[src/hw/radio_ctrl_pkg.sv]
`default_nettype none

package radio_ctrl_pkg;

  localparam int MS_CYCLES   = 2500;                // clk runs at 2.5 MHz
  localparam int MS_CNT_W    = $clog2(MS_CYCLES);
  localparam int LED_TICK_MS = 64;
  localparam int LED_CNT_W   = $clog2(LED_TICK_MS);
  localparam int CW_DELAY_MS = 17;                  // Delay line stages

  // Minimum hang after key up to cover the delay line and envelope decay
  localparam logic [9:0] KEY_UP_TIMEOUT = 10'd41;
  localparam logic [7:0] SERIAL_NO      = 8'h2a;

  // Command addresses and the TX_CFG bit positions
  localparam logic [5:0] CMD_ADDR_TX_CFG  = 6'h09;
  localparam logic [5:0] CMD_ADDR_CW_HANG = 6'h10;
  localparam int         TX_CFG_VNA_BIT   = 23;
  localparam int         TX_CFG_PA_EN_BIT = 19;
  localparam int         TX_CFG_TR_DIS_BIT = 18;

  // APB register offsets
  localparam logic [3:0] REG_CMD_DATA  = 4'h0;
  localparam logic [3:0] REG_CMD_ISSUE = 4'h4;
  localparam logic [3:0] REG_RESP_LO   = 4'h8;
  localparam logic [3:0] REG_RESP_HI   = 4'hc;

  // LED stretcher states
  localparam logic [1:0] LED_CLR   = 2'b00;
  localparam logic [1:0] LED_SET   = 2'b01;
  localparam logic [1:0] LED_WAIT1 = 2'b10;
  localparam logic [1:0] LED_WAIT2 = 2'b11;

  // Response FSM states
  localparam logic RESP_START = 1'b0;
  localparam logic RESP_WAIT  = 1'b1;

  localparam logic [6:0]  SLOT0_TAG  = 7'b0001111;
  // Slot 0 telemetry, no clip, keys up
  localparam logic [39:0] RESP_RESET = {8'h00, SLOT0_TAG, 1'b0, 16'h0000, SERIAL_NO};

  typedef union packed {
    struct packed {
      logic        flag;     // Always 1 for an echo
      logic [5:0]  addr;
      logic        tx_on;
      logic [31:0] data;
    } echo;
    struct packed {
      logic [2:0]  pad_hi;
      logic [1:0]  slot;
      logic        pad_lo;
      logic        cw_key;
      logic        ptt;
      logic [31:0] payload;
    } tlm;
  } resp_word_u;

endpackage

`default_nettype wire

[src/hw/ctrl_bus_if.sv]
`timescale 1ns/1ps
`default_nettype none

interface ctrl_bus_if import radio_ctrl_pkg::*; ();
  logic        cmd_valid;   // One-cycle command strobe
  logic [5:0]  cmd_addr;
  logic [31:0] cmd_data;
  logic        cmd_resp;    // Command wants an echo
  logic        cmd_ptt;
  logic        resp_rqst;   // Host has taken the current word
  resp_word_u  resp;

  modport issuer (
    output cmd_valid, cmd_addr, cmd_data, cmd_resp, cmd_ptt, resp_rqst,
    input  resp
  );

  modport cfg_sink (
    input cmd_valid, cmd_addr, cmd_data, cmd_ptt
  );

  modport responder (
    input  cmd_valid, cmd_addr, cmd_data, cmd_resp, resp_rqst,
    output resp
  );
endinterface

`default_nettype wire

[src/hw/apb_cmd_port.sv]
`timescale 1ns/1ps
`default_nettype none

module apb_cmd_port import radio_ctrl_pkg::*; (
  input  wire         clk,
  input  wire         rst_n_i,
  input  wire         psel_i,
  input  wire         penable_i,
  input  wire         pwrite_i,
  input  wire  [3:0]  paddr_i,
  input  wire  [31:0] pwdata_i,
  output logic [31:0] prdata_o,
  output logic        pready_o,
  output logic        pslverr_o,
  ctrl_bus_if.issuer  bus
);

  logic        access;
  logic        addr_ok;
  logic        dir_ok;
  logic        wr_data;
  logic        wr_issue;
  logic        rd_resp_hi;
  logic [31:0] data_q;   // Staged command data

  assign access = psel_i & penable_i;

  always_comb begin
    addr_ok = 1'b1;
    dir_ok  = 1'b0;
    case (paddr_i)
      REG_CMD_DATA, REG_CMD_ISSUE: dir_ok = pwrite_i;
      REG_RESP_LO, REG_RESP_HI:    dir_ok = !pwrite_i;
      default:                     addr_ok = 1'b0;
    endcase
  end

  assign wr_data    = access & dir_ok & (paddr_i == REG_CMD_DATA);
  assign wr_issue   = access & dir_ok & (paddr_i == REG_CMD_ISSUE);
  assign rd_resp_hi = access & dir_ok & (paddr_i == REG_RESP_HI);

  assign pready_o  = 1'b1;                       // No wait states
  assign pslverr_o = access & !(addr_ok & dir_ok);

  always_comb begin
    case (paddr_i)
      REG_RESP_LO: prdata_o = bus.resp[31:0];
      REG_RESP_HI: prdata_o = {24'h000000, bus.resp[39:32]};
      default:     prdata_o = 32'h0;
    endcase
  end

  always_ff @(posedge clk) begin
    if (!rst_n_i) begin
      bus.cmd_valid <= 1'b0;
      bus.resp_rqst <= 1'b0;
      data_q        <= 32'h0;
    end else begin
      bus.cmd_valid <= wr_issue;
      bus.resp_rqst <= rd_resp_hi;   // Next word is built after the read
      if (wr_data)
        data_q <= pwdata_i;
    end
  end

  // Address and flags of the command being issued
  always_ff @(posedge clk) begin
    if (wr_issue) begin
      bus.cmd_addr <= pwdata_i[5:0];
      bus.cmd_resp <= pwdata_i[6];
      bus.cmd_ptt  <= pwdata_i[7];
    end
  end

  assign bus.cmd_data = data_q;

  a_penable_needs_psel : assert property (
    @(posedge clk) disable iff (!rst_n_i) penable_i |-> psel_i
  );

endmodule

`default_nettype wire

[src/hw/led_flash.sv]
`timescale 1ns/1ps
`default_nettype none

module led_flash import radio_ctrl_pkg::*; (
  input  wire  clk,
  input  wire  rst_n_i,
  input  wire  tick_i,
  input  wire  sig_i,
  output logic led_n_o
);

  logic [1:0] state;
  logic [1:0] state_next;

  always_ff @(posedge clk) begin
    if (!rst_n_i)
      state <= LED_CLR;
    else
      state <= state_next;
  end

  // Holds the LED on for 2 to 3 ticks
  always_comb begin
    state_next = state;
    case (state)
      LED_CLR:   if (sig_i)  state_next = LED_SET;
      LED_SET:   if (tick_i) state_next = LED_WAIT1;
      LED_WAIT1: if (tick_i) state_next = LED_WAIT2;
      LED_WAIT2: if (tick_i) state_next = LED_CLR;
      default:   state_next = LED_CLR;
    endcase
  end

  assign led_n_o = (state == LED_CLR);   // Active low

  a_clr_needs_sig : assert property (
    @(posedge clk) disable iff (!rst_n_i)
    (state == LED_CLR && !sig_i) |=> (state == LED_CLR)
  );

endmodule

`default_nettype wire

[src/hw/radio_ctrl_top.sv]
`timescale 1ns/1ps
`default_nettype none

module radio_ctrl_top (
  input  wire         clk,
  input  wire         rst_n_i,
  input  wire         psel_i,
  input  wire         penable_i,
  input  wire         pwrite_i,
  input  wire  [3:0]  paddr_i,
  input  wire  [31:0] pwdata_i,
  output logic [31:0] prdata_o,
  output logic        pready_o,
  output logic        pslverr_o,
  input  wire         run_i,
  input  wire         rx_clip_i,
  input  wire         rx_good_lvl_i,
  input  wire         cw_key_n_i,
  input  wire         ptt_n_i,
  input  wire         tx_inhibit_n_i,
  input  wire  [11:0] fwd_pwr_i,
  input  wire  [11:0] rev_pwr_i,
  input  wire  [11:0] temperature_i,
  input  wire  [11:0] bias_current_i,
  output logic        tx_on_o,
  output logic        pa_tr_o,
  output logic        pa_en_o,
  output logic        pwr_envpa_o,
  output logic        rfsw_sel_o,
  output logic        led_run_n_o,
  output logic        led_tx_n_o,
  output logic        led_good_n_o,
  output logic        led_clip_n_o
);

  logic ms_pulse;
  logic led_tick;
  logic tx_on;
  logic cw_key;   // Synchronized key, reported in telemetry
  logic ptt;

  ctrl_bus_if u_bus ();

  apb_cmd_port u_apb_cmd_port (
    .clk       (clk),
    .rst_n_i   (rst_n_i),
    .psel_i    (psel_i),
    .penable_i (penable_i),
    .pwrite_i  (pwrite_i),
    .paddr_i   (paddr_i),
    .pwdata_i  (pwdata_i),
    .prdata_o  (prdata_o),
    .pready_o  (pready_o),
    .pslverr_o (pslverr_o),
    .bus       (u_bus.issuer)
  );

  tick_gen u_tick_gen (
    .clk        (clk),
    .rst_n_i    (rst_n_i),
    .ms_pulse_o (ms_pulse),
    .led_tick_o (led_tick)
  );

  tx_sequencer u_tx_sequencer (
    .clk            (clk),
    .rst_n_i        (rst_n_i),
    .ms_pulse_i     (ms_pulse),
    .run_i          (run_i),
    .cw_key_n_i     (cw_key_n_i),
    .ptt_n_i        (ptt_n_i),
    .tx_inhibit_n_i (tx_inhibit_n_i),
    .bus            (u_bus.cfg_sink),
    .tx_on_o        (tx_on),
    .cw_key_o       (cw_key),
    .ptt_o          (ptt),
    .pa_tr_o        (pa_tr_o),
    .pa_en_o        (pa_en_o),
    .pwr_envpa_o    (pwr_envpa_o),
    .rfsw_sel_o     (rfsw_sel_o)
  );

  resp_builder u_resp_builder (
    .clk            (clk),
    .rst_n_i        (rst_n_i),
    .rx_clip_i      (rx_clip_i),
    .tx_on_i        (tx_on),
    .cw_key_i       (cw_key),
    .ptt_i          (ptt),
    .fwd_pwr_i      (fwd_pwr_i),
    .rev_pwr_i      (rev_pwr_i),
    .temperature_i  (temperature_i),
    .bias_current_i (bias_current_i),
    .bus            (u_bus.responder)
  );

  assign tx_on_o = tx_on;

  // Status LEDs
  led_flash u_led_run (
    .clk(clk), .rst_n_i(rst_n_i), .tick_i(led_tick), .sig_i(run_i), .led_n_o(led_run_n_o)
  );

  led_flash u_led_tx (
    .clk(clk), .rst_n_i(rst_n_i), .tick_i(led_tick), .sig_i(tx_on), .led_n_o(led_tx_n_o)
  );

  led_flash u_led_good (
    .clk(clk), .rst_n_i(rst_n_i), .tick_i(led_tick), .sig_i(rx_good_lvl_i),
    .led_n_o(led_good_n_o)
  );

  led_flash u_led_clip (
    .clk(clk), .rst_n_i(rst_n_i), .tick_i(led_tick), .sig_i(rx_clip_i),
    .led_n_o(led_clip_n_o)
  );

endmodule

`default_nettype wire

[src/hw/resp_builder.sv]
`timescale 1ns/1ps
`default_nettype none

module resp_builder import radio_ctrl_pkg::*; (
  input  wire           clk,
  input  wire           rst_n_i,
  input  wire           rx_clip_i,
  input  wire           tx_on_i,
  input  wire           cw_key_i,
  input  wire           ptt_i,
  input  wire  [11:0]   fwd_pwr_i,
  input  wire  [11:0]   rev_pwr_i,
  input  wire  [11:0]   temperature_i,
  input  wire  [11:0]   bias_current_i,
  ctrl_bus_if.responder bus
);

  logic        state;       // RESP_WAIT while an echo is pending
  logic        capture;
  logic [5:0]  pend_addr;
  logic [31:0] pend_data;
  logic [1:0]  slot;
  logic [1:0]  clip_cnt;
  resp_word_u  echo_word;
  resp_word_u  tlm_word;

  // A new command is only taken once the old echo goes out
  assign capture = bus.cmd_valid & bus.cmd_resp & ((state == RESP_START) | bus.resp_rqst);

  always_ff @(posedge clk) begin
    if (!rst_n_i)
      state <= RESP_START;
    else if (capture)
      state <= RESP_WAIT;
    else if (bus.resp_rqst)
      state <= RESP_START;
  end

  always_ff @(posedge clk) begin
    if (capture) begin
      pend_addr <= bus.cmd_addr;
      pend_data <= bus.cmd_data;
    end
  end

  always_comb begin
    echo_word.echo.flag  = 1'b1;
    echo_word.echo.addr  = pend_addr;
    echo_word.echo.tx_on = tx_on_i;
    echo_word.echo.data  = pend_data;

    tlm_word            = '0;
    tlm_word.tlm.slot   = slot;
    tlm_word.tlm.cw_key = cw_key_i;
    tlm_word.tlm.ptt    = ptt_i;
    case (slot)
      2'd0:    tlm_word.tlm.payload = {SLOT0_TAG, &clip_cnt, 16'h0000, SERIAL_NO};
      2'd1:    tlm_word.tlm.payload = {4'h0, temperature_i, 4'h0, fwd_pwr_i};
      2'd2:    tlm_word.tlm.payload = {4'h0, rev_pwr_i, 4'h0, bias_current_i};
      default: tlm_word.tlm.payload = 32'h0;   // Spare slot
    endcase
  end

  always_ff @(posedge clk) begin
    if (!rst_n_i) begin
      bus.resp <= RESP_RESET;
      slot     <= 2'd1;       // Reset word already stands in for slot 0
      clip_cnt <= 2'd0;
    end else if (bus.resp_rqst) begin
      bus.resp <= (state == RESP_WAIT) ? echo_word : tlm_word;
      slot     <= slot + 2'd1;   // Skipped when an echo goes out
      clip_cnt <= 2'd0;
    end else if (!(&clip_cnt)) begin
      clip_cnt <= clip_cnt + {1'b0, rx_clip_i};
    end
  end

endmodule

`default_nettype wire

[src/hw/tick_gen.sv]
`timescale 1ns/1ps
`default_nettype none

module tick_gen import radio_ctrl_pkg::*; (
  input  wire  clk,
  input  wire  rst_n_i,
  output logic ms_pulse_o,
  output logic led_tick_o
);

  logic [MS_CNT_W-1:0]  div_cnt;
  logic [LED_CNT_W-1:0] ms_cnt;

  always_ff @(posedge clk) begin
    if (!rst_n_i) begin
      div_cnt    <= '0;
      ms_pulse_o <= 1'b0;
    end else if (div_cnt == MS_CNT_W'(MS_CYCLES - 1)) begin
      div_cnt    <= '0;
      ms_pulse_o <= 1'b1;
    end else begin
      div_cnt    <= div_cnt + 1'b1;
      ms_pulse_o <= 1'b0;
    end
  end

  always_ff @(posedge clk) begin
    if (!rst_n_i)
      ms_cnt <= '0;
    else if (ms_pulse_o)
      ms_cnt <= ms_cnt + 1'b1;   // Wraps every LED tick
  end

  assign led_tick_o = ms_pulse_o & (&ms_cnt);

endmodule

`default_nettype wire

[src/hw/tx_sequencer.sv]
`timescale 1ns/1ps
`default_nettype none

module tx_sequencer import radio_ctrl_pkg::*; (
  input  wire          clk,
  input  wire          rst_n_i,
  input  wire          ms_pulse_i,
  input  wire          run_i,
  input  wire          cw_key_n_i,
  input  wire          ptt_n_i,
  input  wire          tx_inhibit_n_i,
  ctrl_bus_if.cfg_sink bus,
  output logic         tx_on_o,
  output logic         cw_key_o,
  output logic         ptt_o,
  output logic         pa_tr_o,
  output logic         pa_en_o,
  output logic         pwr_envpa_o,
  output logic         rfsw_sel_o
);

  logic                   vna;
  logic                   pa_enable;
  logic                   tr_disable;
  logic                   int_ptt;      // ptt flag of the last command
  logic [9:0]             hang_time;
  logic [2:0]             sync1;
  logic [2:0]             sync2;
  logic                   ext_cwkey;
  logic                   ext_ptt;
  logic                   ext_inhibit;
  logic [CW_DELAY_MS-1:0] delay_line;
  logic                   cw_keydown;
  logic [9:0]             timeout;
  logic                   hang_phase;   // Second count runs the hang time
  logic                   cw_power_on;
  logic                   power_on;

  always_ff @(posedge clk) begin
    if (!rst_n_i) begin
      vna        <= 1'b0;
      pa_enable  <= 1'b0;
      tr_disable <= 1'b0;
      int_ptt    <= 1'b0;
      hang_time  <= 10'd0;
    end else if (bus.cmd_valid) begin
      int_ptt <= bus.cmd_ptt;
      if (bus.cmd_addr == CMD_ADDR_TX_CFG) begin
        vna        <= bus.cmd_data[TX_CFG_VNA_BIT];
        pa_enable  <= bus.cmd_data[TX_CFG_PA_EN_BIT];
        tr_disable <= bus.cmd_data[TX_CFG_TR_DIS_BIT];
      end else if (bus.cmd_addr == CMD_ADDR_CW_HANG) begin
        hang_time <= {bus.cmd_data[31:24], bus.cmd_data[17:16]};
      end
    end
  end

  // Two-flop synchronizers, idle high
  always_ff @(posedge clk) begin
    if (!rst_n_i) begin
      sync1 <= 3'b111;
      sync2 <= 3'b111;
    end else begin
      sync1 <= {cw_key_n_i, ptt_n_i, tx_inhibit_n_i};
      sync2 <= sync1;
    end
  end

  assign {ext_cwkey, ext_ptt, ext_inhibit} = ~sync2;

  assign tx_on_o = (int_ptt | cw_keydown | ext_ptt) & ~ext_inhibit & run_i;

  // Key is delayed one ms per stage so relays settle first
  always_ff @(posedge clk) begin
    if (!rst_n_i)
      delay_line <= '0;
    else if (ms_pulse_i)
      delay_line <= {delay_line[CW_DELAY_MS-2:0], ext_cwkey};
  end

  assign cw_keydown = delay_line[CW_DELAY_MS-1];

  always_ff @(posedge clk) begin
    if (!rst_n_i) begin
      timeout     <= 10'd0;
      hang_phase  <= 1'b0;
      cw_power_on <= 1'b0;
    end else if (ext_cwkey) begin       // Restart on every key down
      timeout     <= KEY_UP_TIMEOUT;
      hang_phase  <= 1'b0;
      cw_power_on <= 1'b1;
    end else if (ms_pulse_i) begin
      if (timeout != 10'd0) begin
        timeout <= timeout - 10'd1;
      end else if (!hang_phase && hang_time != 10'd0) begin
        timeout    <= hang_time - 10'd1;   // Load step counts as one ms
        hang_phase <= 1'b1;
      end else begin
        cw_power_on <= 1'b0;
      end
    end
  end

  assign power_on = cw_power_on | tx_on_o;

  assign pa_tr_o     = power_on & ~vna & (pa_enable | ~tr_disable);
  assign pa_en_o     = power_on & ~vna & pa_enable;
  assign pwr_envpa_o = power_on;
  assign rfsw_sel_o  = ~vna & pa_enable;
  assign cw_key_o    = ext_cwkey;
  assign ptt_o       = ext_ptt;

  a_pa_en_with_tr : assert property (
    @(posedge clk) disable iff (!rst_n_i) pa_en_o |-> pa_tr_o
  );

endmodule

`default_nettype wire

[config.mk]
export PLATFORM = sky130hd
export DESIGN_NAME = radio_ctrl_top
export DESIGN_NICKNAME = d
export VERILOG_FILES = /design/src/hw/radio_ctrl_pkg.sv /design/src/hw/ctrl_bus_if.sv /design/src/hw/apb_cmd_port.sv /design/src/hw/led_flash.sv /design/src/hw/radio_ctrl_top.sv /design/src/hw/resp_builder.sv /design/src/hw/tick_gen.sv /design/src/hw/tx_sequencer.sv
export SDC_FILE = /design/constraint.sdc
export NUM_CORES = 1
export LEC_CHECK = 0
export ABC_CLOCK_PERIOD_IN_PS = 6600
export BUFFER_PORTS_ARGS = -buffer_cell sky130_fd_sc_hd__buf_2
export CAP_MARGIN = 10
export CORE_MARGIN = 2
export CORE_UTILIZATION = 61
export CTS_CLUSTER_SIZE = 14
export DETAILED_ROUTE_END_ITERATION = 10
export PLACE_DENSITY = 0.89
export SYNTH_ARGS = -nofsm -noshare
export SYNTH_HDL_FRONTEND = slang
export SYNTH_HIERARCHICAL = 1
export SYNTH_SLANG_ARGS = --single-unit
[constraint.sdc]
create_clock -name clk -period 6.6 [get_ports clk]
set_input_delay 0.33 -clock clk [delete_from_list [all_inputs] [get_ports clk]]
set_output_delay 0.33 -clock clk [all_outputs]
set_load 0.02 [all_outputs]
Word level (Yosys, flattened, before mapping):

Index checks and enable logic that the tools add are counted.

* bits in registers: 201
* input port bits: 95
* output and inout bits: 43
* logic and storage cells: 165

* add/sub/neg operators: 6
* eq/ne operators: 38
* multiplexer cells: 27
* bitwise operators: 29
* reductions and logical operators: 34

Operators with widths (count)
* $pmux 29 s3: 1
* $pmux 32 s2: 1
* $mux 40: 1
* $pmux 2 s4: 4
* $ne 2x2->1 const B: 15
* $mux 10: 2
* $reduce_bool 10->1: 2
* $sub 10x1->10 const B: 2
* $eq 2x2->1 const B: 9
* $and 1x1->1: 16
* $reduce_and 4->1: 4
* $mux 2: 7
* $add 12x1->12 const B: 1
* $eq 12x12->1 const B: 1
* $mux 6: 2
* $eq 2x1->1 const B: 5
* $logic_not 2->1: 5
* $reduce_or 2->1: 5
* $reduce_and 3->1: 3
* $eq 4x4->1 const B: 2
* $mux 1: 8
* $reduce_and 2->1: 4
* $not 1->1: 7
* $add 6x1->6 const B: 1
* 16 further kinds: 26

Longest topological paths before layout:

* depth in word-level cells: 7
* depth in mapped cells: 11
* gate-level depth less buffers: 9

By module:

The synthesis kept the hierarchy.

By module, submodules not included
* resp_builder: times used 1, cells each 255, area an instance 3265.6 µm², seq. area each 2042.0 µm²
* tx_sequencer: times used 1, cells each 237, area an instance 2259.7 µm², seq. area each 980.9 µm²
* apb_cmd_port: times used 1, cells each 199, area an instance 1933.1 µm², seq. area each 920.9 µm²
* tick_gen: times used 1, cells each 87, area an instance 798.3 µm², seq. area each 380.4 µm²
* led_flash: times used 4, cells each 18, area an instance 172.7 µm², seq. area each 40.0 µm²

Least setup slack after synthesis:

OpenSTA, ideal clock, no wires.

* path type: flip-flop to flip-flop
* from: register u_apb_cmd_port.bus.resp_rqst
* to: register u_resp_builder.pend_addr[0], enable pin
* setup time: 446 ps
* arrival time: 2542 ps
* data required time: 6154 ps
* setup slack: 3612 ps
* stages on the path, launching flop included: 5
* buffers on the path: 2
* period minus slack after synthesis: 2988 ps
* cells stage by stage: dfxtp_1 -> buf_6 -> inv_2 -> buf_2 -> a21oi_1

* word-level cells in the longest chain between the ends: 2

Ends and longest elaborated chain
* start, declared: line ctrl_bus_if.sv:14 `output cmd_valid, cmd_addr, cmd_data, cmd_resp, cmd_ptt, resp_rqst,`
* start signal, assigned: line apb_cmd_port.sv:60 `bus.resp_rqst <= rd_resp_hi;`
* $or 1x1->1: line resp_builder.sv:28 `assign capture = bus.cmd_valid & bus.cmd_resp & ((state == RESP_START) | bus.resp_rqst);`
* $and 1x1->1: line resp_builder.sv:28
* named net u_resp_builder.capture: line resp_builder.sv:19 `logic capture;`
* end signal, assigned: line resp_builder.sv:41 `pend_addr <= bus.cmd_addr;`
* end, declared: line resp_builder.sv:20 `logic [5:0] pend_addr;`

The timed path passes the listed nets, and every way through them passes these cells.
A chain may end at the register's enable or synchronous reset.

Worst setup path after layout:

* from: register u_tx_sequencer.timeout[5]
* to: register u_tx_sequencer.timeout[6]

* word-level cells in the longest chain between the ends: 3
* elaborated cells on any way between the ends: 5
* classes of those cells: 1 x add/sub; 1 x mux; 3 x reduce/logical

Ends and longest elaborated chain
* start, declared: line tx_sequencer.sv:34 `logic [9:0] timeout;`
* start signal, assigned: line tx_sequencer.sv:94 `timeout <= timeout - 10'd1;`
* start signal, assigned: line tx_sequencer.sv:96 `timeout <= hang_time - 10'd1;`
* parallel branches: the longest is 3 deep, another holds $sub 10x1->10

Several ways; the timed one is not identified.

==> results.yml <==
global_routing:
  grt_use_total_pct: 24.3
  grt_first_pass_wirelength_mm: 31.6
  gr-total-overflow: 0
  grt_max_degree: 94
  grt_pass1_vias: 6421
  antenna_found_initial: 3
clock_tree:
  cts.sinks: 201
  clkSlewWorstSetupHoldPaths_ns: 0.06
  clk_latency_ns: 0.49
  cts_inserted_buffers: 21
  cts_tree: "yes"
  clockRootBuffer: "clkbuf_16"
  clockBufferDepth: 3
  post_cts_buffers: 0
  cts.repair.resized: 0
  ctsHoldBuffers: 0
  htree_levels: 1
floorplanning:
  die_h_um: 125
  coreArea_um2: 14400
  rows: 44
  ios: 138
  die_area_um2: 15700
  die_w_um: 125
  start_util_pct: 62.0
timing:
  setup-violations-final: 0
  finalCritPeriodShare_pct: 45.5
  report.final.slew_viol_count: 0
  worst_pin_slew_ns: 0.968
  tns_ns: 0
  holdWs_ns: 0.0218
  fin_worst_skew_ns: 0.00764
  slew-limit-headroom_pct: 35.5
  rsz0062_at_grt: "no"
  fmax_mhz: 333
  final_hold_viol_count: 0
  fin_crit_ns: 3.00
power:
  p_leak_uw: 0.00413
  powerDensity_nw_per_um2: 274
  vdd_drop_max_v: 0.000218
logic_synthesis:
  syn-cell-area_um2: 8950
  avgSynthCellArea_um2: 10.5
  synth_top_cell_area_share_pct: 34.7
  async_reset_ff_share_pct: 0
  syn_inst: 850
  yosys_warnings: 6
  synth-seq-cells: 201
  synth_common_cells: "155 x dfxtp_1, 115 x nand2_1, 78 x mux2i_1"
  synthFlopType: "dfxtp_1"
  ys_seq_area_share_pct: 50.1
  synth_cell_types: 75
  synth.net_count: 975
  yosysMostFrequentCell: "dfxtp_1"
  synth-edff-count: 46
  yosysTopAreaCell: "dfxtp_1"
  yosys-top-cells-area: "dfxtp_1 35%, edfxtp_1 15%, mux2i_1 8.7%"
setup_path:
  cp.arrival_ns: 3.37
  r2r_start: "u_tx_sequencer/timeout[5]"
  cp-start-kind: "register"
  ff2ff_path_depth: 9
  crit_type: "reg -> reg"
  cp-end-kind: "register"
  worstReg2RegEnd: "u_tx_sequencer/timeout[6]"
  rrSetupSlack_ns: 3.60
  worst-path-max-fanout: 17
  worstPathRequired_ns: 6.96
layout:
  final_layout_size_suffix_gt1_share_pct: 20.7
  stdcell_count: 1163
  seq_area_um2: 4480
  area_growth_pct: 15.6
  nNetsFinal: 1089
  multi_input_area_um2: 4070
  fin_area_um2: 10300
  fill_cells: 977
detailed_routing:
  wl_per_cell_um: 16.7
  ant_nets: 0
  route.detailed.drc: 0
  routed-via-count: 6669
  via_per_inst: 5.73
  drt-initial-drc-count: 681
  drtPass1Iterations: 5
  routed_wl_mm: 19.5
status:
  status: "completed"
hold_path:
  hp-start: "cw_key_n_i"
  holdPathEnd: "u_tx_sequencer/sync1[2]"
  min_path_cells: 2
  min_path_type: "in -> reg"
placed_design:
  dp_hpwl_mm: 12.9
  dp_cells: 1124
  gp_congestion: 0.922
  dpl-instance-area_um2: 9610
  placement.io_buffers: 136
run:
  maxCapViolCount: 0
## how the worst max path moves through the flow
stage	startpoint	endpoint	slack [ns]	depth (start not counted)
6_report	u_tx_sequencer/timeout[5]	u_tx_sequencer/timeout[6]	3.60	9
2_1_floorplan	u_apb_cmd_port/bus.resp_rqst	u_resp_builder/pend_addr[0]	3.61	4
5_1_grt	u_tx_sequencer/timeout[5]	u_tx_sequencer/timeout[6]	3.37	9
3_3_place_gp	u_tx_sequencer/timeout[5]	u_tx_sequencer/timeout[6]	3.81	9
4_1_cts	u_tx_sequencer/timeout[5]	u_tx_sequencer/timeout[6]	3.66	9
3_5_place_dp	u_tx_sequencer/timeout[5]	u_tx_sequencer/timeout[6]	3.68	9
## power by group
group	switching (µW)	internal, µW
registers	27.0	1280
logic	169	136
clock network	468	755
## per-stage QoR
step / util (%) / power (µW) / setup WS (ns)
floorplan: - / 1550 / 3.61
global placement: 66.6 / 1620 / 3.81
detailed placement: 66.6 / 1640 / 3.68
CTS: 71.6 / 2860 / 3.66
global route: 71.7 / 2960 / 3.37
finish: 71.7 / 2830 / 3.60
## state kept, by name (all words and copies together), names as in the netlist, 2 cells and up
signal                       cells
u_resp_builder/bus.resp         40
u_apb_cmd_port/bus.cmd_data     32
u_resp_builder/pend_data        32
u_tx_sequencer/delay_line       17
u_tick_gen/div_cnt              12
u_tx_sequencer/hang_time        10
u_tx_sequencer/timeout          10
u_apb_cmd_port/bus.cmd_addr      6
u_resp_builder/pend_addr         6
u_tick_gen/ms_cnt                6
u_tx_sequencer/sync1             3
u_tx_sequencer/sync2             3
u_led_clip/state                 2
u_led_good/state                 2
u_led_run/state                  2
u_led_tx/state                   2
u_resp_builder/clip_cnt          2
u_resp_builder/slot              2
## cell usage in the layout (no fill, tap or decap), types with 6 or more instances in the layout
master	Yosys	final
a21oi_1	16	15
a22oi_1	11	11
xnor2_1	11	11
nand2b_1	9	9
o21ai_0	18	18
nor3_1	13	13
a222oi_1	16	16
and2_1	27	27
clkbuf_16	0	21
buf_2	14	135
dfxtp_1	155	155
xor2_1	6	6
nor2_1	35	35
edfxtp_1	46	46
ha_1	30	30
inv_1	29	29
nor2b_1	58	58
mux2i_1	78	78
a22o_1	26	26
and3_1	6	6
nand3_1	7	7
nand2_1	115	115
## critical path: stages, from the launching register on
cell,delay (ns)
dfxtp_1,0.34
nor4_1,0.67
and3_1,0.64
a21oi_1,0.18
ha_1,0.25
or3b_2,0.29
nor3_1,0.06
o21ai_0,0.13
mux2i_1,0.23
o22ai_1,0.09
## layer usage
layer  routed length (µm)  up-vias  global-route usage (%)
met2                 9630      236                    42.6
met3                 1400       31                    5.31
li1                     -     3232                       -
met1                 8110     3166                    30.7
met5                   23        -                       0
met4                  294        4                    6.47
## area by class of cell
cell class,instances,share of cell area [%]
Sequential cell,201,43.3
Tap cell,184,2.23
Timing Repair Buffer,141,7.09
Antenna cell,1,0.0242
Inverter,30,1.09
Clock buffer,26,5.36
Clock inverter,11,1.57
Multi-Input combinational cell,569,39.3
## kinds of logic after synthesis
kind of cell | share of synthesized area, %
simple gates | 18.5
flops | 50.1
compound gates | 12.2
buf+inv | 4.56
mux | 8.73
fa+ha+maj | 4.20
xor+xnor | 1.66
other cells | 0.0419
(Power assumes the default switching activity.)
